### config.mk
export PLATFORM = sky130hd
export DESIGN_NAME = pipe_ctrl
export DESIGN_NICKNAME = d
export VERILOG_FILES = /design/src/be_pkg.sv /design/src/pipe_ctrl.sv
export SDC_FILE = /design/constraint.sdc
export NUM_CORES = 1
export LEC_CHECK = 0
export CORE_AREA = 2 2 39 41
export DETAILED_ROUTE_END_ITERATION = 10
export DIE_AREA = 0 0 41 43
export DONT_BUFFER_PORTS = 1
export GPL_TIMING_DRIVEN = 0
export PLACE_DENSITY = 0.31
export SLEW_MARGIN = 15
export SYNTH_ARGS = -nofsm -noshare
export SYNTH_HDL_FRONTEND = slang
export SYNTH_SLANG_ARGS = --single-unit
### constraint.sdc
create_clock -name vclk -period 2.15
set_input_delay 0.1075 -clock vclk [all_inputs]
set_output_delay 0.1075 -clock vclk [all_outputs]
set_load 0.05 [all_outputs]
### src/be_pkg.sv
package be_pkg;

	localparam int XLEN      = 32;
	localparam int REG_IDX_W = 5;
	localparam int NUM_REGS  = 32;  // 2**REG_IDX_W
	localparam int MUL_EXTRA = 2;   // extra ex cycles of a multiply
	localparam int MUL_CNT_W = $clog2(MUL_EXTRA + 1);

	// bit positions in the per-pipe stall and clear vectors
	localparam int STAGE_EX = 0;
	localparam int STAGE_M1 = 1;
	localparam int STAGE_M2 = 2;

	typedef logic [XLEN-1:0]      xlen_t;
	typedef logic [REG_IDX_W-1:0] reg_idx_t;
	typedef logic [XLEN-1:0]      pc_t;

	typedef enum logic [2:0] {
		OP_ADD  = 3'd0,
		OP_SUB  = 3'd1,
		OP_AND  = 3'd2,
		OP_OR   = 3'd3,
		OP_ADDI = 3'd4,
		OP_MUL  = 3'd5,  // main pipe only
		OP_BEQ  = 3'd6   // main pipe only, rd is zero
	} op_e;

	typedef struct packed {
		pc_t      pc;
		op_e      op;
		reg_idx_t rd;
		reg_idx_t rs1;
		reg_idx_t rs2;
		xlen_t    imm;  // addi immediate or branch offset
	} inst_t;

	typedef struct packed {
		logic     valid;
		reg_idx_t rd;
		xlen_t    data;
	} fwd_src_t;

	typedef struct packed {
		logic  valid;
		inst_t inst;
		xlen_t a;
		xlen_t b;
		xlen_t result;
		logic  revert;  // pair was swapped, pipe 0 holds the younger one
	} stage_t;

	typedef struct packed {
		logic     valid;
		pc_t      pc;
		reg_idx_t rd;
		xlen_t    data;
	} commit_t;

	function automatic logic is_main_op(op_e op);
		return (op == OP_MUL) || (op == OP_BEQ);
	endfunction

	// addi takes its second operand from imm
	function automatic logic reads_rs2(op_e op);
		return op != OP_ADDI;
	endfunction

endpackage

### src/pipe_ctrl.sv
`timescale 1ns/1ps

module pipe_ctrl (
	input  logic [1:0][2:0] stall_req_i,
	input  logic [1:0][2:0] clr_req_i,
	input  logic            revert_m1_i,  // pair in m1 is swapped
	output logic [1:0][2:0] stall_vec_o,
	output logic [1:0][2:0] clr_vec_o
);
	import be_pkg::*;

	always_comb begin
		logic any_stall;
		logic any_clr;
		for (int lvl = 0; lvl < 3; lvl++) begin
			any_stall = 1'b0;
			any_clr   = 1'b0;
			// a stall holds its own stage and everything behind it
			for (int k = lvl; k < 3; k++) begin
				any_stall = any_stall | stall_req_i[0][k] | stall_req_i[1][k];
			end
			// a clear kills only the stages behind it
			for (int k = lvl + 1; k < 3; k++) begin
				any_clr = any_clr | clr_req_i[0][k] | clr_req_i[1][k];
			end
			stall_vec_o[0][lvl] = any_stall;
			stall_vec_o[1][lvl] = any_stall;
			clr_vec_o[0][lvl]   = any_clr;
			clr_vec_o[1][lvl]   = any_clr;
		end

		// same-stage peer dies only when it is the younger one
		clr_vec_o[1][STAGE_M1] = clr_vec_o[1][STAGE_M1] |
			(clr_req_i[0][STAGE_M1] & ~revert_m1_i);
		clr_vec_o[0][STAGE_M1] = clr_vec_o[0][STAGE_M1] |
			(clr_req_i[1][STAGE_M1] & revert_m1_i);
	end

endmodule

==> impl_metrics.yaml <==
cts:
  cts_hold_buf: 0
  cts_resized: 0
  postCtsSetupBuffers: 0
critical_path:
  slowest_stage: "or4_4"
  crit_arrival_ps: 1630
  required_ps: 2040
  path_max_fanout: 3
  cp_cell_sequence: "or4_4, or3_1, buf_4"
  cpPeakStageDelay_ps: 640
  crit_type: "in2out"
  critPathLaunchType: "input pin"
  end_kind: "output pin"
synthesis:
  synth.cell_area_um2: 100.1
  ys_warn_count: 0
  syn_inst: 17
  ys_types: 9
  syn_area_per_cell_um2: 5.888
  synth_seq_area_share_pct: 0
sta:
  slew_viol_final: 0
  setup_tns_ps: 0
  post-route-worst-setup-slack_ps: 408.3
  worst_slew_pin_slew_ps: 965.8
  final-setup-viol-count: 0
  finalHoldViolCount: 0
  max_freq_mhz: 574.1
  fin_crit_sh_pct: 81.01
  grt_setup_unrepaired: "no"
  min_period_ps: 1742
  slew_headroom_pct: 35.18
  hold_ws_ps: 415.3
global_routing:
  grt_pass1_vias: 68
  antenna_found_initial: 0
  grt_start_max_net_pins: 4
  grt_overflow: 0
  grt_pass1_wl_um: 282
  grt_usage_pct: 2.098
routing:
  routed_wl_um: 233
  drt_iter0_drc: 2
  dr_total_vias: 94
  viasPerCell: 2.765
  ant_nets: 0
  dr.pass1.iters: 2
  wl_per_cell_um: 6.853
  post-route-drc-count: 0
final_layout:
  antenna_cells: 0
  fillCellCount: 163
  stdcell_area_um2: 123.9
  nClkBuffers: 0
  syn2layout_area_growth_pct: 23.75
  ff_latch_area_um2: 0
  num-nets-final: 33
  drive_above_1_share_pct: 44.44
  seq_cells: 0
  multiInputGateArea_um2: 55.05
floorplan:
  ios: 25
  row_count: 14
  die_y_um: 43
  fp.dieW_um: 41
  dieArea_mm2: 0.001763
  start_util_pct: 7.233
  core_mm2: 0.001384
min_path:
  hold_class: "in2out"
placed_design:
  place.gp.congestion: 0.5426
  io_buffer_count: 0
  place_area_um2: 123.9
  dp_slack_ps: 404.3
pwr:
  power.total_mw: 0.04246
  power_leakage_nw: 0.05427
  ir_worst_vdd_mv: 0.06807
  powerDensity_mw_per_mm2: 342.8
run:
  cap_viol_max_count: 0
status:
  status: "finished, final reports clean"
area by class of cell:
cell class	count	area share, %
plain buffers	6	36.36
inverters	1	3.030
multi-input cells	11	44.44
well taps	16	16.16
layout by cell type, fill, tap and decap left out:
cell type  instances
conb_1             2
or4_4              1
buf_4              6
or2_2              1
inv_1              1
o21ai_1            1
nand2_1            3
or3_1              1
nor2_1             2
synthesized netlist by cell type:
library cell,instances,area (um2)
buf_4,6,45.04
nand2_1,3,11.26
nor2_1,2,7.510
conb_1,1,3.750
inv_1,1,3.750
o21ai_0,1,5.000
or2_2,1,6.260
or3_1,1,6.260
or4_4,1,11.26
logic make-up after synthesis:
group / after synthesis / synth area share (%)
buffers and inverters: 7 / 48.74
and+or+nand+nor: 8 / 42.51
AOI/OAI and AO/OA: 1 / 4.995
other: 1 / 3.746
critical path: cells and delay by family:
| kind | cells | cell delay, ps |
|---|---|---|
| and+or+nand+nor | 2 | 1230 |
| buffers and inverters | 1 | 300 |
report_power, final:
group | internal (mW) | switching (mW) | total [mW]
sequential | 0 | 0 | 0
clock | 0 | 0 | 0
combinational | 0.00805 | 0.0344 | 0.0425
routing by layer:
| layer | track usage, % | up-vias | share of wire (%) |
|---|---|---|---|
| met1 | 2.848 | 38 | 33 |
| met3 | 0 | 0 | 15 |
| met4 | 0 | 0 | 0 |
| met5 | 0 | - | 0 |
| li1 | - | 48 | - |
| met2 | 3.750 | 8 | 51 |
stage by stage:
step / utilization [%] / std cells
3_5_place_dp: 8.951 / 34
3_3_place_gp: 8.951 / 34
6_report: 8.951 / 34
4_1_cts: 8.951 / 34
5_1_grt: 8.951 / 34
2_1_floorplan: - / 18
path summary, 6_finish.rpt:
check	from	endpoint	slack, ps	depth (start not counted)
worst min-delay path	stall_req_i[5]	stall_vec_o[1]	420	1
worst max-delay path	stall_req_i[4]	stall_vec_o[3]	410	3
Note: power is estimated with default switching activity, not from simulation.
