## src/be_pkg.sv

```systemverilog
package be_pkg;

	localparam int XLEN      = 32;
	localparam int REG_IDX_W = 5;
	localparam int NUM_REGS  = 32;  // 2**REG_IDX_W
	localparam int MUL_EXTRA = 2;   // extra ex cycles of a multiply
	localparam int MUL_CNT_W = $clog2(MUL_EXTRA + 1);

	// bit positions in the per-pipe stall and clear vectors
	localparam int STAGE_EX = 0;
	localparam int STAGE_M1 = 1;
	localparam int STAGE_M2 = 2;

	typedef logic [XLEN-1:0]      xlen_t;
	typedef logic [REG_IDX_W-1:0] reg_idx_t;
	typedef logic [XLEN-1:0]      pc_t;

	typedef enum logic [2:0] {
		OP_ADD  = 3'd0,
		OP_SUB  = 3'd1,
		OP_AND  = 3'd2,
		OP_OR   = 3'd3,
		OP_ADDI = 3'd4,
		OP_MUL  = 3'd5,  // main pipe only
		OP_BEQ  = 3'd6   // main pipe only, rd is zero
	} op_e;

	typedef struct packed {
		pc_t      pc;
		op_e      op;
		reg_idx_t rd;
		reg_idx_t rs1;
		reg_idx_t rs2;
		xlen_t    imm;  // addi immediate or branch offset
	} inst_t;

	typedef struct packed {
		logic     valid;
		reg_idx_t rd;
		xlen_t    data;
	} fwd_src_t;

	typedef struct packed {
		logic  valid;
		inst_t inst;
		xlen_t a;
		xlen_t b;
		xlen_t result;
		logic  revert;  // pair was swapped, pipe 0 holds the younger one
	} stage_t;

	typedef struct packed {
		logic     valid;
		pc_t      pc;
		reg_idx_t rd;
		xlen_t    data;
	} commit_t;

	function automatic logic is_main_op(op_e op);
		return (op == OP_MUL) || (op == OP_BEQ);
	endfunction

	// addi takes its second operand from imm
	function automatic logic reads_rs2(op_e op);
		return op != OP_ADDI;
	endfunction

endpackage

```

## src/issue.sv

```systemverilog
`timescale 1ns/1ps

module issue (
	input  be_pkg::inst_t [1:0] inst_i,
	input  logic [1:0]          inst_valid_i,
	input  logic                stall_i,
	input  logic                flush_i,
	output logic [1:0]          issue_o,
	output logic                revert_o
);
	import be_pkg::*;

	logic [1:0] main_only;
	logic       rs1_hit;
	logic       rs2_hit;
	logic       raw_hazard;
	logic       class_clash;
	logic       pair_ok;

	always_comb begin
		for (int i = 0; i < 2; i++) begin
			main_only[i] = is_main_op(inst_i[i].op);
		end
	end

	// inst 1 reading what inst 0 writes, r0 never counts
	assign rs1_hit = inst_i[1].rs1 == inst_i[0].rd;
	assign rs2_hit = reads_rs2(inst_i[1].op) && (inst_i[1].rs2 == inst_i[0].rd);
	assign raw_hazard = (inst_i[0].rd != '0) && (rs1_hit || rs2_hit);

	// only one pipe has the multiplier and the branch unit
	assign class_clash = main_only[0] && main_only[1];

	assign pair_ok = inst_valid_i[1] && !raw_hazard && !class_clash;

	always_comb begin
		issue_o = 2'b00;
		if (!stall_i && !flush_i && inst_valid_i[0]) begin
			issue_o[0] = 1'b1;
			issue_o[1] = pair_ok;
		end
	end

	// simple ops of inst 0 go to pipe 1 so pipe 0 stays free for inst 1
	assign revert_o = (issue_o[1] && main_only[1]) || !main_only[0];

endmodule

```

## config.mk

```make
export PLATFORM = sky130hd
export DESIGN_NAME = issue
export DESIGN_NICKNAME = d
export VERILOG_FILES = /design/src/be_pkg.sv /design/src/issue.sv
export SDC_FILE = /design/constraint.sdc
export NUM_CORES = 1
export LEC_CHECK = 0
export ABC_AREA = 1
export BUFFER_PORTS_ARGS = -buffer_cell sky130_fd_sc_hd__buf_2
export CAP_MARGIN = 20
export CELL_PAD_IN_SITES_DETAIL_PLACEMENT = 1
export CELL_PAD_IN_SITES_GLOBAL_PLACEMENT = 1
export CORE_AREA = 2 2 66 68
export DETAILED_ROUTE_END_ITERATION = 10
export DIE_AREA = 0 0 68 70
export GPL_TIMING_DRIVEN = 1
export PLACE_DENSITY = 0.95
export SYNTH_ARGS = -nofsm -noshare
export SYNTH_HDL_FRONTEND = slang
export SYNTH_SLANG_ARGS = --single-unit
```

## constraint.sdc

```tcl
create_clock -name vclk -period 1.5
set_input_delay 0.3 -clock vclk [all_inputs]
set_output_delay 0.3 -clock vclk [all_outputs]
set_load 0.02 [all_outputs]
```

==> results of run 1 <==
[worst paths after layout]
path,start,end,slack [ns],cells after the start
max,inst_i[42],issue_o[1],0.12,9
min,stall_i,issue_o[0],0.87,3
[layout make-up]
cell class / instances / area (µm²)
multi-input combinational: 49 / 218
fill: 546 / 3660
timing repair buffer: 28 / 140
tap: 52 / 65.1
inverter: 15 / 56.3
[cells by family (layout without fill, tap and decap cells)]
| kind of cell | count (synthesis) | after routing | share of synthesized area |
|---|---|---|---|
| AO/OA/AOI/OAI | 3 | 3 | 0.0691 |
| AND/OR/NAND/NOR | 45 | 45 | 0.691 |
| buffers and inverters | 15 | 43 | 0.207 |
| XOR/XNOR | 1 | 1 | 0.0323 |
[critical path, cell delays in order]
cell     delay [ns]
buf_2          0.11
inv_1          0.09
nand2_1        0.06
nand2_1        0.07
nor2_2         0.05
nand3_1        0.07
nand2_1        0.07
a21oi_2        0.10
buf_2          0.17
[layer usage]
| metal | vias to the layer above | wire, µm | track usage |
|---|---|---|---|
| li1 | 244 | - | - |
| met3 | 0 | 138 | 0.0129 |
| met4 | 0 | 0 | 0 |
| met5 | - | 0 | 0 |
| met2 | 16 | 626 | 0.0971 |
| met1 | 211 | 421 | 0.0508 |
[cells in the final DEF (no fill, tap or decap), types with 4 or more instances in the layout]
cell type and n:
nand2_1 31, nor2_1 6, nand3_1 4, inv_1 14, buf_2 28
[power by group]
part	leakage, nW	switching [mW]	internal (mW)	total [mW]
clock	0	0	0	0
combinational	0.309	0.0565	0.0483	0.105
sequential	0	0	0	0
[per-stage QoR]
stage / cell area, µm² / utilization
4_1_cts: 477 / 0.115
2_1_floorplan: 272 / -
3_3_place_gp: 477 / 0.115
3_5_place_dp: 477 / 0.115
5_1_grt: 479 / 0.116
6_report: 479 / 0.116
==> impl_metrics.py, run 1 <==
metrics = {
    "outcome": {
        "outcome": "complete, no violations",
    },
    "floorplan": {
        "rows": 24,
        "initial_utilization": 0.0655,
        "die-height_um": 70,
        "floorplan.io_pins": 171,
        "core_region_area_um2": 4140,
        "fp.dieW_um": 68,
        "die_area_um2": 4760,
    },
    "critical_path": {
        "cp.required_ns": 1.20,
        "setup.worst_path.end_class": "output port",
        "crit_type": "input port to output port",
        "start_kind": "input port",
        "arrival_ns": 1.08,
        "crit_path_max_fanout": 3,
    },
    "timing": {
        "drv_slew": 0,
        "hold_viol_final": 0,
        "fmax_mhz": 723,
        "setup_viol": 0,
        "postLayoutSetupSlackWorst_ns": 0.117,
        "worst_slew_pin_slew_ns": 0.196,
        "finalCriticalPeriod_ns": 1.38,
        "fin_hold_ws_ns": 0.870,
        "slew_headroom": 0.869,
        "grt_setup_unrepaired": "false",
        "fin_crit_sh": 0.922,
        "timing.setup.tns_ns": 0,
    },
    "synthesis": {
        "synth.cell_area_um2": 272,
        "postSynthCellCount": 64,
        "syn-mean-instance-area_um2": 4.24,
        "yosysSeqAreaShare": 0,
        "post-synth-top-area-cell": "nand2_1",
        "yosysUniqueCellTypes": 12,
        "synth_common_cells": "31 x nand2_1, 14 x inv_1, 7 x nor2_1",
        "mappedNetlistNets": 232,
        "synth_most_common_cell": "nand2_1",
        "synth_top_cell_area_share": 0.429,
        "synth.area.top_cells": "nand2_1 43%, inv_1 19%, nor2_1 9.7%",
        "ys.warnings.count": 0,
    },
    "routing": {
        "antenna_left": 0,
        "detailroute.via_count": 471,
        "post_detailed_route_drc_marker_count": 0,
        "detail_route.first_pass.iterations": 3,
        "drt-initial-drc-count": 7,
        "viasPerCell": 3.27,
        "routed_wire_length_per_instance_um": 8.24,
        "totalWireLength_um": 1190,
    },
    "pwr": {
        "static-leakage-power_nw": 0.309,
        "p_per_area_nw_per_um2": 219,
        "p_total_mw": 0.105,
        "vdd_drop_max_uv": 19.5,
    },
    "place": {
        "placed_cells_incl_taps": 144,
        "place_hpwl_um": 1140,
        "port-buffer-count": 28,
        "dp_slack_ns": 0.0941,
        "final_weighted_congestion_of_routability_driven_global_placement": 0.709,
    },
    "final_layout": {
        "n_sequential_cell": 0,
        "final-seq-area_um2": 0,
        "final-instance-count-excl-fill": 144,
        "synthToLayoutAreaGrowth_pct": 76.5,
        "nClkBuffers": 0,
        "antenna-diode-count": 0,
        "drive_above_1_share": 0.348,
        "post_layout_nets": 262,
    },
    "global_route": {
        "overflow": 0,
        "antenna_found_initial": 0,
        "via_count_of_the_first_global_routing_pass": 462,
        "grt_util_all_layers": 0.0484,
        "global_route_wire_length_before_repair_um": 1860,
        "grt_start_max_net_pins": 5,
    },
    "worst_hold_path": {
        "worstHoldPathType": "input port to output port",
    },
    "clock_tree": {
        "quantity_of_hold_fixing_buffers_added_after_cts": 0,
        "cts_setup_buffers": 0,
        "post_cts.resized_instances": 0,
    },
    "flow_run": {
        "cap_viol_max_count": 0,
    },
}
(Power assumes the default switching activity.)
==> run 2: changes to the inputs <==
- ABC_AREA: 1 -> not set
- CELL_PAD_IN_SITES_DETAIL_PLACEMENT: 1 -> not set
- CELL_PAD_IN_SITES_GLOBAL_PLACEMENT: 1 -> not set
- PLACE_DENSITY: 0.95 -> 0.53
==> run 2 against run 1 <==
The run now ends with negative setup slack left. Cell area decreased by 1.0%. Hold slack improved by 0.0012 ns. Die area unchanged. Wire length decreased by 23%. Final cell count decreased by 24%. Global-route usage decreased by 0.97 points. Critical path depth decreased by 3. Power increased by 8.6%. First-iteration DRC count decreased by 14%. Utilization decreased by 0.12 points. Largest power group unchanged.
==> impl_metrics.py, run 2 <==
metrics = {
    "final_layout": {
        "nClkBuffers": 0,
        "synthToLayoutAreaGrowth_pct": 149,
        "layout.core_utilization": 0.114,
        "antenna-diode-count": 0,
        "post_layout_nets": 227,
        "design_area_um2": 474,
        "layout.cells.most_common": "buf_2",
        "top_library_cells_by_usage_in_the_layout_fill_and_taps_aside": "23 x buf_2, 9 x xor2_1, 5 x buf_6",
        "drive_above_1_share": 0.684,
        "n_sequential_cell": 0,
        "final-seq-area_um2": 0,
    },
    "routing": {
        "routed_wire_length_per_instance_um": 8.42,
        "drt-initial-drc-count": 6,
        "antenna_left": 0,
        "detailroute.via_count": 289,
        "viasPerCell": 2.65,
        "detail_route.first_pass.iterations": 4,
        "post_detailed_route_drc_marker_count": 0,
        "totalWireLength_um": 918,
    },
    "global_route": {
        "gr-max-usage-layer": "met2",
        "via_count_of_the_first_global_routing_pass": 299,
        "grt_use_met1": 0.0449,
        "global_route_wire_length_before_repair_um": 1370,
        "overflow": 0,
        "grt_util_all_layers": 0.0387,
        "antenna_found_initial": 0,
        "grt_start_max_net_pins": 4,
        "globalRouteMet3Util": 0.0113,
        "gr_util_met2": 0.0723,
    },
    "worst_hold_path": {
        "worstHoldPathType": "input port to output port",
        "worst_hold_path.num_cells": 3,
    },
    "timing": {
        "hold_viol_final": 0,
        "slew_headroom": 0.816,
        "setup_viol": 1,
        "drv_slew": 0,
        "fin_hold_ws_ns": 0.871,
        "fmax_mhz": 638,
        "postLayoutSetupSlackWorst_ns": -0.0666,
        "fin_crit_sh": 1.04,
        "grt_setup_unrepaired": "true",
        "worst_slew_pin_slew_ns": 0.275,
        "finalCriticalPeriod_ns": 1.57,
    },
    "synthesis": {
        "ys.warnings.count": 0,
        "post_synth_fa_ha_maj_area_fraction": 0,
        "syn-mean-instance-area_um2": 7.61,
        "postSynthCellCount": 25,
        "synth_common_cells": "10 x xor2_1, 2 x nand2_1, 2 x nor2_1, 2 x nor3_1, 2 x xnor2_1",
        "yosysSeqAreaShare": 0,
        "share_of_synthesized_area_spent_on_multiplexers": 0,
        "combinational_family_with_the_most_area_after_synthesis": "XOR/XNOR gates",
        "synth_top_cell_area_share": 0.461,
        "mappedNetlistNets": 193,
        "synth.cell_area_um2": 190,
        "synth_most_common_cell": "xor2_1",
        "post-synth-top-area-cell": "xor2_1",
        "yosysUniqueCellTypes": 12,
        "synth.area.top_cells": "xor2_1 46%, xnor2_1 9.2%, a2111oi_2 7.9%",
        "synth-compound-area-share": 0.184,
        "synthXorXnorAreaFrac": 0.553,
        "synth_simple_gate_area_frac": 0.263,
    },
    "outcome": {
        "outcome": "finished with violations",
        "violated_checks": "negative setup slack",
    },
    "floorplan": {
        "fp.dieW_um": 68,
        "rows": 24,
        "initial_utilization": 0.0459,
        "die-height_um": 70,
        "die_area_um2": 4760,
        "core_region_area_um2": 4140,
        "floorplan.io_pins": 171,
    },
    "place": {
        "postPlaceCellArea_um2": 430,
        "port-buffer-count": 28,
        "final_weighted_congestion_of_routability_driven_global_placement": 0.663,
    },
    "critical_path": {
        "crit_type": "input port to output port",
        "cp.required_ns": 1.20,
        "arrival_ns": 1.27,
        "cp_cell_sequence": "buf_6, xor2_2, a2111oi_2, a32o_2, a21oi_2, buf_6",
        "crit_path_max_fanout": 1,
        "setup.worst_path.end_class": "output port",
        "cp_common_cell": "buf_6",
        "start_kind": "input port",
        "standard_cell_with_the_maximum_stage_delay_on_the_critical_path": "a2111oi_2",
        "cp_slowest_stage_delay_ns": 0.34,
    },
    "pwr": {
        "static-leakage-power_nw": 0.215,
        "vdd_drop_max_uv": 44.3,
        "p_per_area_nw_per_um2": 240,
    },
    "clock_tree": {
        "quantity_of_hold_fixing_buffers_added_after_cts": 0,
        "cts_setup_buffers": 0,
    },
    "flow_run": {
        "cap_viol_max_count": 0,
    },
}
==> run 2: through the flow <==
step / total power [mW] / std cells / setup TNS [ns] / setup WS [ns]
after floorplan: 0.0421 / 25 / 0 / 0.143
after global placement: 0.104 / 109 / -0.129 / -0.129
after detailed placement: 0.105 / 109 / -0.122 / -0.122
after CTS: 0.112 / 109 / -0.0688 / -0.0688
after global routing: 0.127 / 109 / -0.136 / -0.136
final: 0.114 / 109 / -0.0666 / -0.0666
==> run 2: logic make-up (layout without fill, tap and decap cells) <==
family / count (synthesis) / count (layout)
buf+inv: 0 / 32
xor+xnor: 12 / 12
compound gates: 3 / 3
simple gates: 10 / 10
==> run 2: layer usage <==
| layer | part of all wire | up-vias |
|---|---|---|
| li1 | - | 151 |
| met3 | 0.14 | 0 |
| met2 | 0.47 | 16 |
| met5 | 0 | - |
| met1 | 0.39 | 122 |
| met4 | 0 | 0 |
==> run 2: final cells by class <==
cell class | count | area (µm²)
well taps | 52 | 65.1
fillers | 483 | 3670
repair buffers | 32 | 201
multi-input cells | 25 | 208
==> run 2: timing repair <==
action,CTS,global route
resized for setup,6,4
pin swaps,5,4
endpoints found under the hold margin,0,0
setup endpoints to repair,1,1
==> run 2: where the power goes <==
part,internal (mW),switching (mW)
clock network,0,0
logic,0.0636,0.0502
registers,0,0
==> run 2: path summary, 6_finish.rpt <==
kind	start	endpoint	slack [ns]
worst max-delay path	inst_i[117]	issue_o[1]	-0.07
worst min-delay path	stall_i	issue_o[0]	0.87
==> run 2: worst max-delay path: cells and delay by family <==
kind,cells,cell delay [ns]
AO/OA/AOI/OAI,3,0.59
buffers and inverters,2,0.22
XOR/XNOR,1,0.16
